$ cat src/soc_settings.svh
// peripheral SoC settings
// address map nibbles, fixed readback words and UART divider reset value
`ifndef SOC_SETTINGS_SVH
`define SOC_SETTINGS_SVH

// top address nibble of each mapped 256 MB region
`define SOC_REGION_UART 4'h1
`define SOC_REGION_CTRL 4'h2

// read at control offset 0
`define SOC_VERSION 32'h0000_0100

// read data for an access to an unmapped region
`define SOC_BUS_ERR_WORD 32'hdead_beef

// close to 115200 baud at 48 MHz, each bit lasts div+1 cycles
`define SOC_UART_DIV_RESET 32'd415

`endif

$ cat src/soc_bus_pkg.sv
// bus types
// request and response of the single-master valid/ready bus
`default_nettype none

package soc_bus_pkg;

	typedef logic [31:0] bus_addr_t;
	typedef logic [31:0] bus_data_t;

	// all zero means a read
	typedef logic [3:0] bus_strb_t;

	// held by the master from valid until ready
	typedef struct packed {
		logic      valid;
		bus_addr_t addr;
		bus_data_t wdata;
		bus_strb_t wstrb;
	} bus_req_t;

	// ready lasts one cycle, rdata valid in that cycle
	typedef struct packed {
		logic      ready;
		bus_data_t rdata;
	} bus_rsp_t;

endpackage

`default_nettype wire

$ cat src/soc_map_pkg.sv
// address map types
// regions, register word offsets and the PSRAM pin bundle
`default_nettype none

package soc_map_pkg;

	typedef enum logic [1:0] {
		region_uart,
		region_ctrl,
		region_none
	} soc_region_t;

	// word offset, address bits 4 to 2
	typedef logic [2:0] reg_off_t;

	// same bit order as the override register bits 6 to 0
	typedef struct packed {
		logic       oe;
		logic       sclk;
		logic       nce;
		logic [3:0] sout;
	} psram_pins_t;

endpackage

`default_nettype wire

$ cat src/soc_bus_decode.sv
// bus decoder
// picks a target by the top address nibble, muxes read data, merges ready
// and flags accesses to unmapped regions with a one-cycle interrupt
`timescale 1ns/1ps
`default_nettype none
`include "soc_settings.svh"

module soc_bus_decode (
	input  logic                  clk48m,
	input  logic                  rst,
	input  soc_bus_pkg::bus_req_t bus_req,
	output soc_bus_pkg::bus_rsp_t bus_rsp,
	output logic                  ctrl_sel,
	output logic                  uart_sel,
	input  soc_bus_pkg::bus_data_t ctrl_rdata,
	input  soc_bus_pkg::bus_data_t uart_rdata,
	input  logic                  uart_ready,
	output logic                  irq_bus_err
);

	soc_map_pkg::soc_region_t region;
	logic bus_err;

	// region from the top nibble
	always_comb begin
		case (bus_req.addr[31:28])
			`SOC_REGION_UART: begin
				region = soc_map_pkg::region_uart;
			end
			`SOC_REGION_CTRL: begin
				region = soc_map_pkg::region_ctrl;
			end
			default: begin
				region = soc_map_pkg::region_none;
			end
		endcase
	end

	assign ctrl_sel = bus_req.valid && (region == soc_map_pkg::region_ctrl);
	assign uart_sel = bus_req.valid && (region == soc_map_pkg::region_uart);
	assign bus_err  = bus_req.valid && (region == soc_map_pkg::region_none);

	// read data follows the decoded region
	always_comb begin
		case (region)
			soc_map_pkg::region_uart: begin
				bus_rsp.rdata = uart_rdata;
			end
			soc_map_pkg::region_ctrl: begin
				bus_rsp.rdata = ctrl_rdata;
			end
			default: begin
				bus_rsp.rdata = `SOC_BUS_ERR_WORD;
			end
		endcase
	end

	// register block answers at once, unmapped too
	// uart may hold a data write while tx is busy
	assign bus_rsp.ready = ctrl_sel || (uart_sel && uart_ready) || bus_err;

	always_ff @(posedge clk48m) begin
		if (rst) begin
			irq_bus_err <= 1'b0;
		end else begin
			irq_bus_err <= bus_err;
		end
	end

endmodule

`default_nettype wire

$ cat src/soc_ctrl_regs.sv
// control register block
// LEDs, version word, PSRAM pin override and the second CPU run bit
`timescale 1ns/1ps
`default_nettype none
`include "soc_settings.svh"

module soc_ctrl_regs (
	input  logic                     clk48m,
	input  logic                     rst,
	input  logic                     sel,
	input  soc_map_pkg::reg_off_t    off,
	input  soc_bus_pkg::bus_data_t   wdata,
	input  soc_bus_pkg::bus_strb_t   wstrb,
	output soc_bus_pkg::bus_data_t   rdata,
	output logic [5:0]               led,
	output logic [1:0]               cpu_run,
	input  soc_map_pkg::psram_pins_t qpi_pins,
	output soc_map_pkg::psram_pins_t psram_pins
);

	logic [7:0] ovr;
	logic       run1;
	logic       wr;

	assign wr = sel && wstrb[0];

	always_ff @(posedge clk48m) begin
		if (rst) begin
			led  <= 6'd0;
			ovr  <= 8'd0;
			run1 <= 1'b0;
		end else if (wr) begin
			case (off)
				3'd0: begin
					led <= wdata[5:0];
				end
				3'd1: begin
					ovr <= wdata[7:0];
				end
				3'd3: begin
					run1 <= wdata[1];
				end
				default: begin
				end
			endcase
		end
	end

	// first CPU always runs
	assign cpu_run = {run1, 1'b1};

	always_comb begin
		case (off)
			3'd0: begin
				rdata = `SOC_VERSION;
			end
			3'd1: begin
				rdata = {24'd0, ovr};
			end
			3'd2: begin
				rdata = {26'd0, led};
			end
			default: begin
				rdata = '0;
			end
		endcase
	end

	// bit 7 hands the pins to the override value
	always_ff @(posedge clk48m) begin
		if (ovr[7]) begin
			psram_pins <= soc_map_pkg::psram_pins_t'(ovr[6:0]);
		end else begin
			psram_pins <= qpi_pins;
		end
	end

endmodule

`default_nettype wire

$ cat src/soc_uart.sv
// simple UART
// 8N1 transmitter and receiver, divider register and one-byte rx buffer
// offset bit 0 selects data (0) or divider (1)
`timescale 1ns/1ps
`default_nettype none
`include "soc_settings.svh"

module soc_uart (
	input  logic                   clk48m,
	input  logic                   rst,
	input  logic                   sel,
	input  soc_map_pkg::reg_off_t  off,
	input  soc_bus_pkg::bus_data_t wdata,
	input  soc_bus_pkg::bus_strb_t wstrb,
	output soc_bus_pkg::bus_data_t rdata,
	output logic                   ready,
	output logic                   tx,
	input  logic                   rx
);

	typedef enum logic [1:0] {tx_idle, tx_start, tx_data, tx_stop} tx_state_t;
	typedef enum logic [1:0] {rx_idle, rx_start, rx_data, rx_stop} rx_state_t;

	soc_bus_pkg::bus_data_t div;
	soc_bus_pkg::bus_data_t tx_cnt;
	soc_bus_pkg::bus_data_t rx_cnt;
	tx_state_t  tx_state;
	rx_state_t  rx_state;
	logic [7:0] tx_shift;
	logic [2:0] tx_bit;
	logic [7:0] rx_shift;
	logic [2:0] rx_bit;
	logic [7:0] rx_buf;
	logic       rx_full;
	logic       rx_meta;
	logic       rx_sync;
	logic       tx_busy;
	logic       dat_wr;
	logic       dat_rd;
	logic       div_wr;

	assign tx_busy = (tx_state != tx_idle);
	assign dat_wr  = sel && !off[0] && wstrb[0];
	assign dat_rd  = sel && !off[0] && (wstrb == '0);
	assign div_wr  = sel && off[0];

	// only a data write waits for the transmitter
	assign ready = sel && !(dat_wr && tx_busy);

	always_comb begin
		if (off[0]) begin
			rdata = div;
		end else if (rx_full) begin
			rdata = {24'd0, rx_buf};
		end else begin
			rdata = '1;
		end
	end

	always_ff @(posedge clk48m) begin
		if (rst) begin
			div <= `SOC_UART_DIV_RESET;
		end else if (div_wr) begin
			for (int i = 0; i < 4; i++) begin
				if (wstrb[i]) begin
					div[8*i +: 8] <= wdata[8*i +: 8];
				end
			end
		end
	end

	// transmitter, lsb first
	always_ff @(posedge clk48m) begin
		if (rst) begin
			tx_state <= tx_idle;
			tx_cnt   <= '0;
			tx_bit   <= 3'd0;
			tx       <= 1'b1;
		end else begin
			tx_cnt <= tx_cnt + 1'b1;
			case (tx_state)
				tx_idle: begin
					if (dat_wr) begin
						tx_shift <= wdata[7:0];
						tx_cnt   <= '0;
						tx       <= 1'b0;
						tx_state <= tx_start;
					end
				end
				tx_start: begin
					if (tx_cnt == div) begin
						tx_cnt   <= '0;
						tx_bit   <= 3'd0;
						tx       <= tx_shift[0];
						tx_shift <= tx_shift >> 1;
						tx_state <= tx_data;
					end
				end
				tx_data: begin
					if (tx_cnt == div) begin
						tx_cnt <= '0;
						if (tx_bit == 3'd7) begin
							tx       <= 1'b1;
							tx_state <= tx_stop;
						end else begin
							tx       <= tx_shift[0];
							tx_shift <= tx_shift >> 1;
							tx_bit   <= tx_bit + 1'b1;
						end
					end
				end
				default: begin
					if (tx_cnt == div) begin
						tx_state <= tx_idle;
					end
				end
			endcase
		end
	end

	always_ff @(posedge clk48m) begin
		if (rst) begin
			rx_meta <= 1'b1;
			rx_sync <= 1'b1;
		end else begin
			rx_meta <= rx;
			rx_sync <= rx_meta;
		end
	end

	// receiver samples mid-bit, start bit checked at half period
	always_ff @(posedge clk48m) begin
		if (rst) begin
			rx_state <= rx_idle;
			rx_cnt   <= '0;
			rx_bit   <= 3'd0;
			rx_full  <= 1'b0;
		end else begin
			rx_cnt <= rx_cnt + 1'b1;
			if (dat_rd) begin
				rx_full <= 1'b0;
			end
			case (rx_state)
				rx_idle: begin
					rx_cnt <= '0;
					if (!rx_sync) begin
						rx_state <= rx_start;
					end
				end
				rx_start: begin
					if (rx_cnt == (div >> 1)) begin
						rx_cnt   <= '0;
						rx_bit   <= 3'd0;
						rx_state <= rx_sync ? rx_idle : rx_data;
					end
				end
				rx_data: begin
					if (rx_cnt == div) begin
						rx_cnt   <= '0;
						rx_shift <= {rx_sync, rx_shift[7:1]};
						rx_bit   <= rx_bit + 1'b1;
						if (rx_bit == 3'd7) begin
							rx_state <= rx_stop;
						end
					end
				end
				default: begin
					if (rx_cnt == div) begin
						// framing error drops the byte
						if (rx_sync) begin
							rx_buf  <= rx_shift;
							rx_full <= 1'b1;
						end
						rx_state <= rx_idle;
					end
				end
			endcase
		end
	end

endmodule

`default_nettype wire

$ cat src/soc_periph_top.sv
// peripheral top level
// bus decoder, control registers and UART behind one bus master port
`timescale 1ns/1ps
`default_nettype none

module soc_periph_top (
	input  logic                     clk48m,
	input  logic                     rst,
	input  soc_bus_pkg::bus_req_t    bus_req,
	output soc_bus_pkg::bus_rsp_t    bus_rsp,
	output logic                     irq_bus_err,
	output logic [5:0]               led,
	output logic [1:0]               cpu_run,
	output logic                     uart_tx,
	input  logic                     uart_rx,
	input  soc_map_pkg::psram_pins_t qpi_pins,
	output soc_map_pkg::psram_pins_t psram_pins
);

	logic                   ctrl_sel;
	logic                   uart_sel;
	logic                   uart_ready;
	soc_bus_pkg::bus_data_t ctrl_rdata;
	soc_bus_pkg::bus_data_t uart_rdata;

	soc_bus_decode u_decode (
		.clk48m      (clk48m),
		.rst         (rst),
		.bus_req     (bus_req),
		.bus_rsp     (bus_rsp),
		.ctrl_sel    (ctrl_sel),
		.uart_sel    (uart_sel),
		.ctrl_rdata  (ctrl_rdata),
		.uart_rdata  (uart_rdata),
		.uart_ready  (uart_ready),
		.irq_bus_err (irq_bus_err)
	);

	soc_ctrl_regs u_ctrl (
		.clk48m     (clk48m),
		.rst        (rst),
		.sel        (ctrl_sel),
		.off        (bus_req.addr[4:2]),
		.wdata      (bus_req.wdata),
		.wstrb      (bus_req.wstrb),
		.rdata      (ctrl_rdata),
		.led        (led),
		.cpu_run    (cpu_run),
		.qpi_pins   (qpi_pins),
		.psram_pins (psram_pins)
	);

	soc_uart u_uart (
		.clk48m (clk48m),
		.rst    (rst),
		.sel    (uart_sel),
		.off    (bus_req.addr[4:2]),
		.wdata  (bus_req.wdata),
		.wstrb  (bus_req.wstrb),
		.rdata  (uart_rdata),
		.ready  (uart_ready),
		.tx     (uart_tx),
		.rx     (uart_rx)
	);

endmodule

`default_nettype wire

$ cat config.mk
export PLATFORM = sky130hd
export DESIGN_NAME = soc_periph_top
export DESIGN_NICKNAME = d
export VERILOG_FILES = /design/src/soc_bus_pkg.sv /design/src/soc_map_pkg.sv /design/src/soc_bus_decode.sv /design/src/soc_ctrl_regs.sv /design/src/soc_uart.sv /design/src/soc_periph_top.sv
export VERILOG_INCLUDE_DIRS = /design/src
export SDC_FILE = /design/constraint.sdc
export NUM_CORES = 1
export LEC_CHECK = 0
export ABC_AREA = 1
export BUFFER_PORTS_ARGS = -buffer_cell sky130_fd_sc_hd__clkbuf_2
export CORE_MARGIN = 2
export CORE_UTILIZATION = 45
export CTS_CLUSTER_DIAMETER = 30
export DETAILED_ROUTE_END_ITERATION = 8
export PLACE_DENSITY = 0.71
export SLEW_MARGIN = 20
export SYNTH_ARGS = -nofsm -noshare
export SYNTH_HDL_FRONTEND = slang
export SYNTH_SLANG_ARGS = --single-unit
export TNS_END_PERCENT = 10
$ cat constraint.sdc
create_clock -name clk48m -period 2.5 [get_ports clk48m]
set_clock_uncertainty 0.2 [all_clocks]
set_input_delay 0.125 -clock clk48m [delete_from_list [all_inputs] [get_ports clk48m]]
set_output_delay 0.125 -clock clk48m [all_outputs]
set_load 0.03 [all_outputs]
==> metrics.cfg <==
[outcome]
status=finished clean

[die]
die_y_um=144
dieArea_sq_um=20900
start_util=0.458
fp.coreArea_sq_um=19400
ioPinCount=129
fp.dieW_um=144
rows=51

[global_route]
gr-total-overflow=0
grt_max_degree=36
grt_pass1_vias=8198
antenna_found_initial=0
global_route.usage.met1=0.335
grt_usage=0.252
met3_usage=0.0460
globalRouteMet2Util=0.392
grt_first_pass_wirelength_um=40700
grt.busiest_layer=met2

[placed_design]
io_buffers=102
dp.cells=1604
hpwl_um=18800
dp_slack_ps=252
gp_congestion=0.930

[synth]
synth_nets=1358
synthTopCellsByArea=dfxtp_1, nand2_1, edfxtp_1
syn_inst=1263
ys_warn_count=0
synth_enable_flop_cells=24
synth.avg_cell_area_sq_um=7.03
netlist_area_sq_um=8880
synth_top_area_share=0.300
synthArstFlopShare=0
synth_top_cell_by_area=dfxtp_1
ys_seq_elements=157
synthFlopType=dfxtp_1
synthDistinctLibCells=47
yosysSeqAreaShare=0.381

[setup_path]
crit_top_cell=nand3_1
cpPeakStageDelay_ps=440
reg2reg_from=u_uart.rx_cnt[2]
timing.rr.end=u_uart.rx_cnt[29]
crit_family=simple AND/OR/NAND/NOR gates
ff2ff_path_depth=9
start_kind=register
cp_num_cells=9
crit_buf_inv=1
critPathKind=reg2reg
path_max_fanout=5
endpoint=u_uart.rx_cnt[29]
r2r_slack_ps=160
setup.worst_path.start=u_uart.rx_cnt[2]
cp-end-kind=register
worstPathRequired_ps=2620
slowest_stage=dfxtp_1
path_cells=inv_1 > nor3_4 > nand2_1 > nor3_1 > nand3_1 > nor2_1 > nand3_1 > nand3_1 > nor2_1
worstPathArrival_ps=2470

[clock_network]
cts_buffers=17
clock-sinks=157
clk_pin_slew_worst_paths_ps=60
clk_latency_ps=440
root_buffer=clkbuf_16
cts_tree=yes
htree_levels=4
cts.path.max_buffers=2

[sta]
rsz0062_at_grt=false
tns_ps=0
finalCritPeriodShare=0.937
slew-limit-headroom=0.592
hold_viol=0
post-route-min-period_ps=2340
fmax_mhz=427
setup_viol=0
worst_slack_ps=159
slew_violations=0
worst_pin_slew_ps=608

[drt]
dr_total_vias=8713
viasPerCell=5.17
drc=0
drt_iter0_drc=928
wl_per_cell_um=15.3
drtPass1Iterations=7
ant_nets=0
routed_wirelength_um=25700

[pwr]
p_switching_uw=1870
power_density_nw_per_um2=587
combinationalPowerShare=0.163
seq_power_share=0.438
p_sw_frac=0.296
power.internal_uw=4460
power_frac_clock=0.399
totalPowerFinal_uw=6330
ir_drop_v=0.000421
leakagePower_uw=0.00455

[finish]
n_antenna_cell=0
final_cell_mix=nand2_1, nor2_1, inv_1, dfxtp_1, clkbuf_2
multi_input_area_sq_um=4690
fin_nets=1501
seqCellArea_sq_um=3390
areaGrowthSynthToFinish_pct=21.4
post-route-util=0.556
drive_above_1_share=0.152
fillers=1869
final_common_cell=nand2_1
layout.cells.non_filler=1684

[job]
cap_violations=0

[min_path]
hold_class=in2reg

[flip-flops by register name (all words and copies together), names as in the netlist, 3 cells and up]
signal	cells
u_uart.div	32
u_uart.rx_cnt	32
u_uart.tx_cnt	32
u_ctrl.ovr	8
u_uart.rx_buf	8
u_uart.rx_shift	8
u_uart.tx_shift	8
u_ctrl.psram_pins	7
u_ctrl.led	6
u_uart.rx_bit	3
u_uart.tx_bit	3
[metrics by stage]
stage                     cell area (sq um)  hold slack [ps]
after floorplan                        8880             28.8
after global placement                 9730              119
after detailed placement               9730              110
after CTS                             10800             5.03
after global routing                  10800             44.7
final                                 10800             10.5
[per-layer routing]
metal	share of wire	vias up
met5	0	-
met4	0.038	0
met2	0.46	363
met1	0.43	3958
li1	-	4332
met3	0.073	60
[synthesized netlist by cell type (all sizes together), types with 3 or more instances]
cell type / n
xor2: 17
a32o: 6
nor4: 7
dfxtp: 133
buf: 22
a21oi: 68
nand3b: 4
o221ai: 8
mux2: 7
or2: 6
nor2: 183
inv: 147
a211oi: 9
nand2: 309
nand3: 52
xnor2: 64
ha: 16
clkbuf: 37
o21ai: 80
nand4: 22
nor3: 28
o22ai: 3
edfxtp: 24
[repair_timing]
action / CTS / global route
gates resized for setup: 0 / 5
endpoints found under the setup margin: 0 / 4
setup buffers: 0 / 2
hold buffers: 46 / 0
hold endpoints to repair: 65 / 0
[logic make-up after synthesis]
kind of cell               share of synthesized area
and+or+nand+nor                                0.302
buffers and inverters                         0.0922
AOI/OAI and AO/OA                              0.113
DFF                                            0.381
xor gates and xnor gates                      0.0799
adders and majority gates                     0.0225
muxes                                        0.00888
other                                       0.000422
[power by group through the flow]
| stage | registers [uW] | clock network [uW] | logic [uW] |
|---|---|---|---|
| CTS | 2770 | 2550 | 1030 |
| finish | 2770 | 2530 | 1030 |
| global placement | 2820 | 0 | 945 |
| global route | 2790 | 2650 | 1170 |
| detailed placement | 2830 | 0 | 965 |
| floorplan | 2820 | 0 | 646 |
[layout make-up]
| cell class | instances | area share |
|---|---|---|
| Inverter | 148 | 0.0515 |
| Multi-Input combinational cell | 899 | 0.435 |
| Clock buffer | 17 | 0.0395 |
| Tap cell | 265 | 0.0307 |
| Sequential cell | 157 | 0.314 |
| Clock inverter | 15 | 0.0125 |
| Timing Repair Buffer | 183 | 0.117 |
[worst register-to-register path: stages (launching register included)]
cell	delay [ps]
dfxtp_1	440
inv_1	120
nor3_4	210
nand2_1	140
nor3_1	290
nand3_1	180
nor2_1	360
nand3_1	130
nand3_1	110
nor2_1	40
[how the worst min path moves through the flow]
stage	to	slack (ps)	startpoint	cells after the start
finish	u_uart.rx_bit[2]	10	rst	3
CTS	u_uart.rx_bit[2]	5	rst	3
detailed placement	u_uart.rx_meta	110	uart_rx	2
global placement	u_uart.rx_meta	120	uart_rx	2
global route	u_uart.rx_bit[1]	40	rst	3
floorplan	u_uart.rx_meta	30	uart_rx	1
No activity file was read; power rests on OpenSTA's default activity.
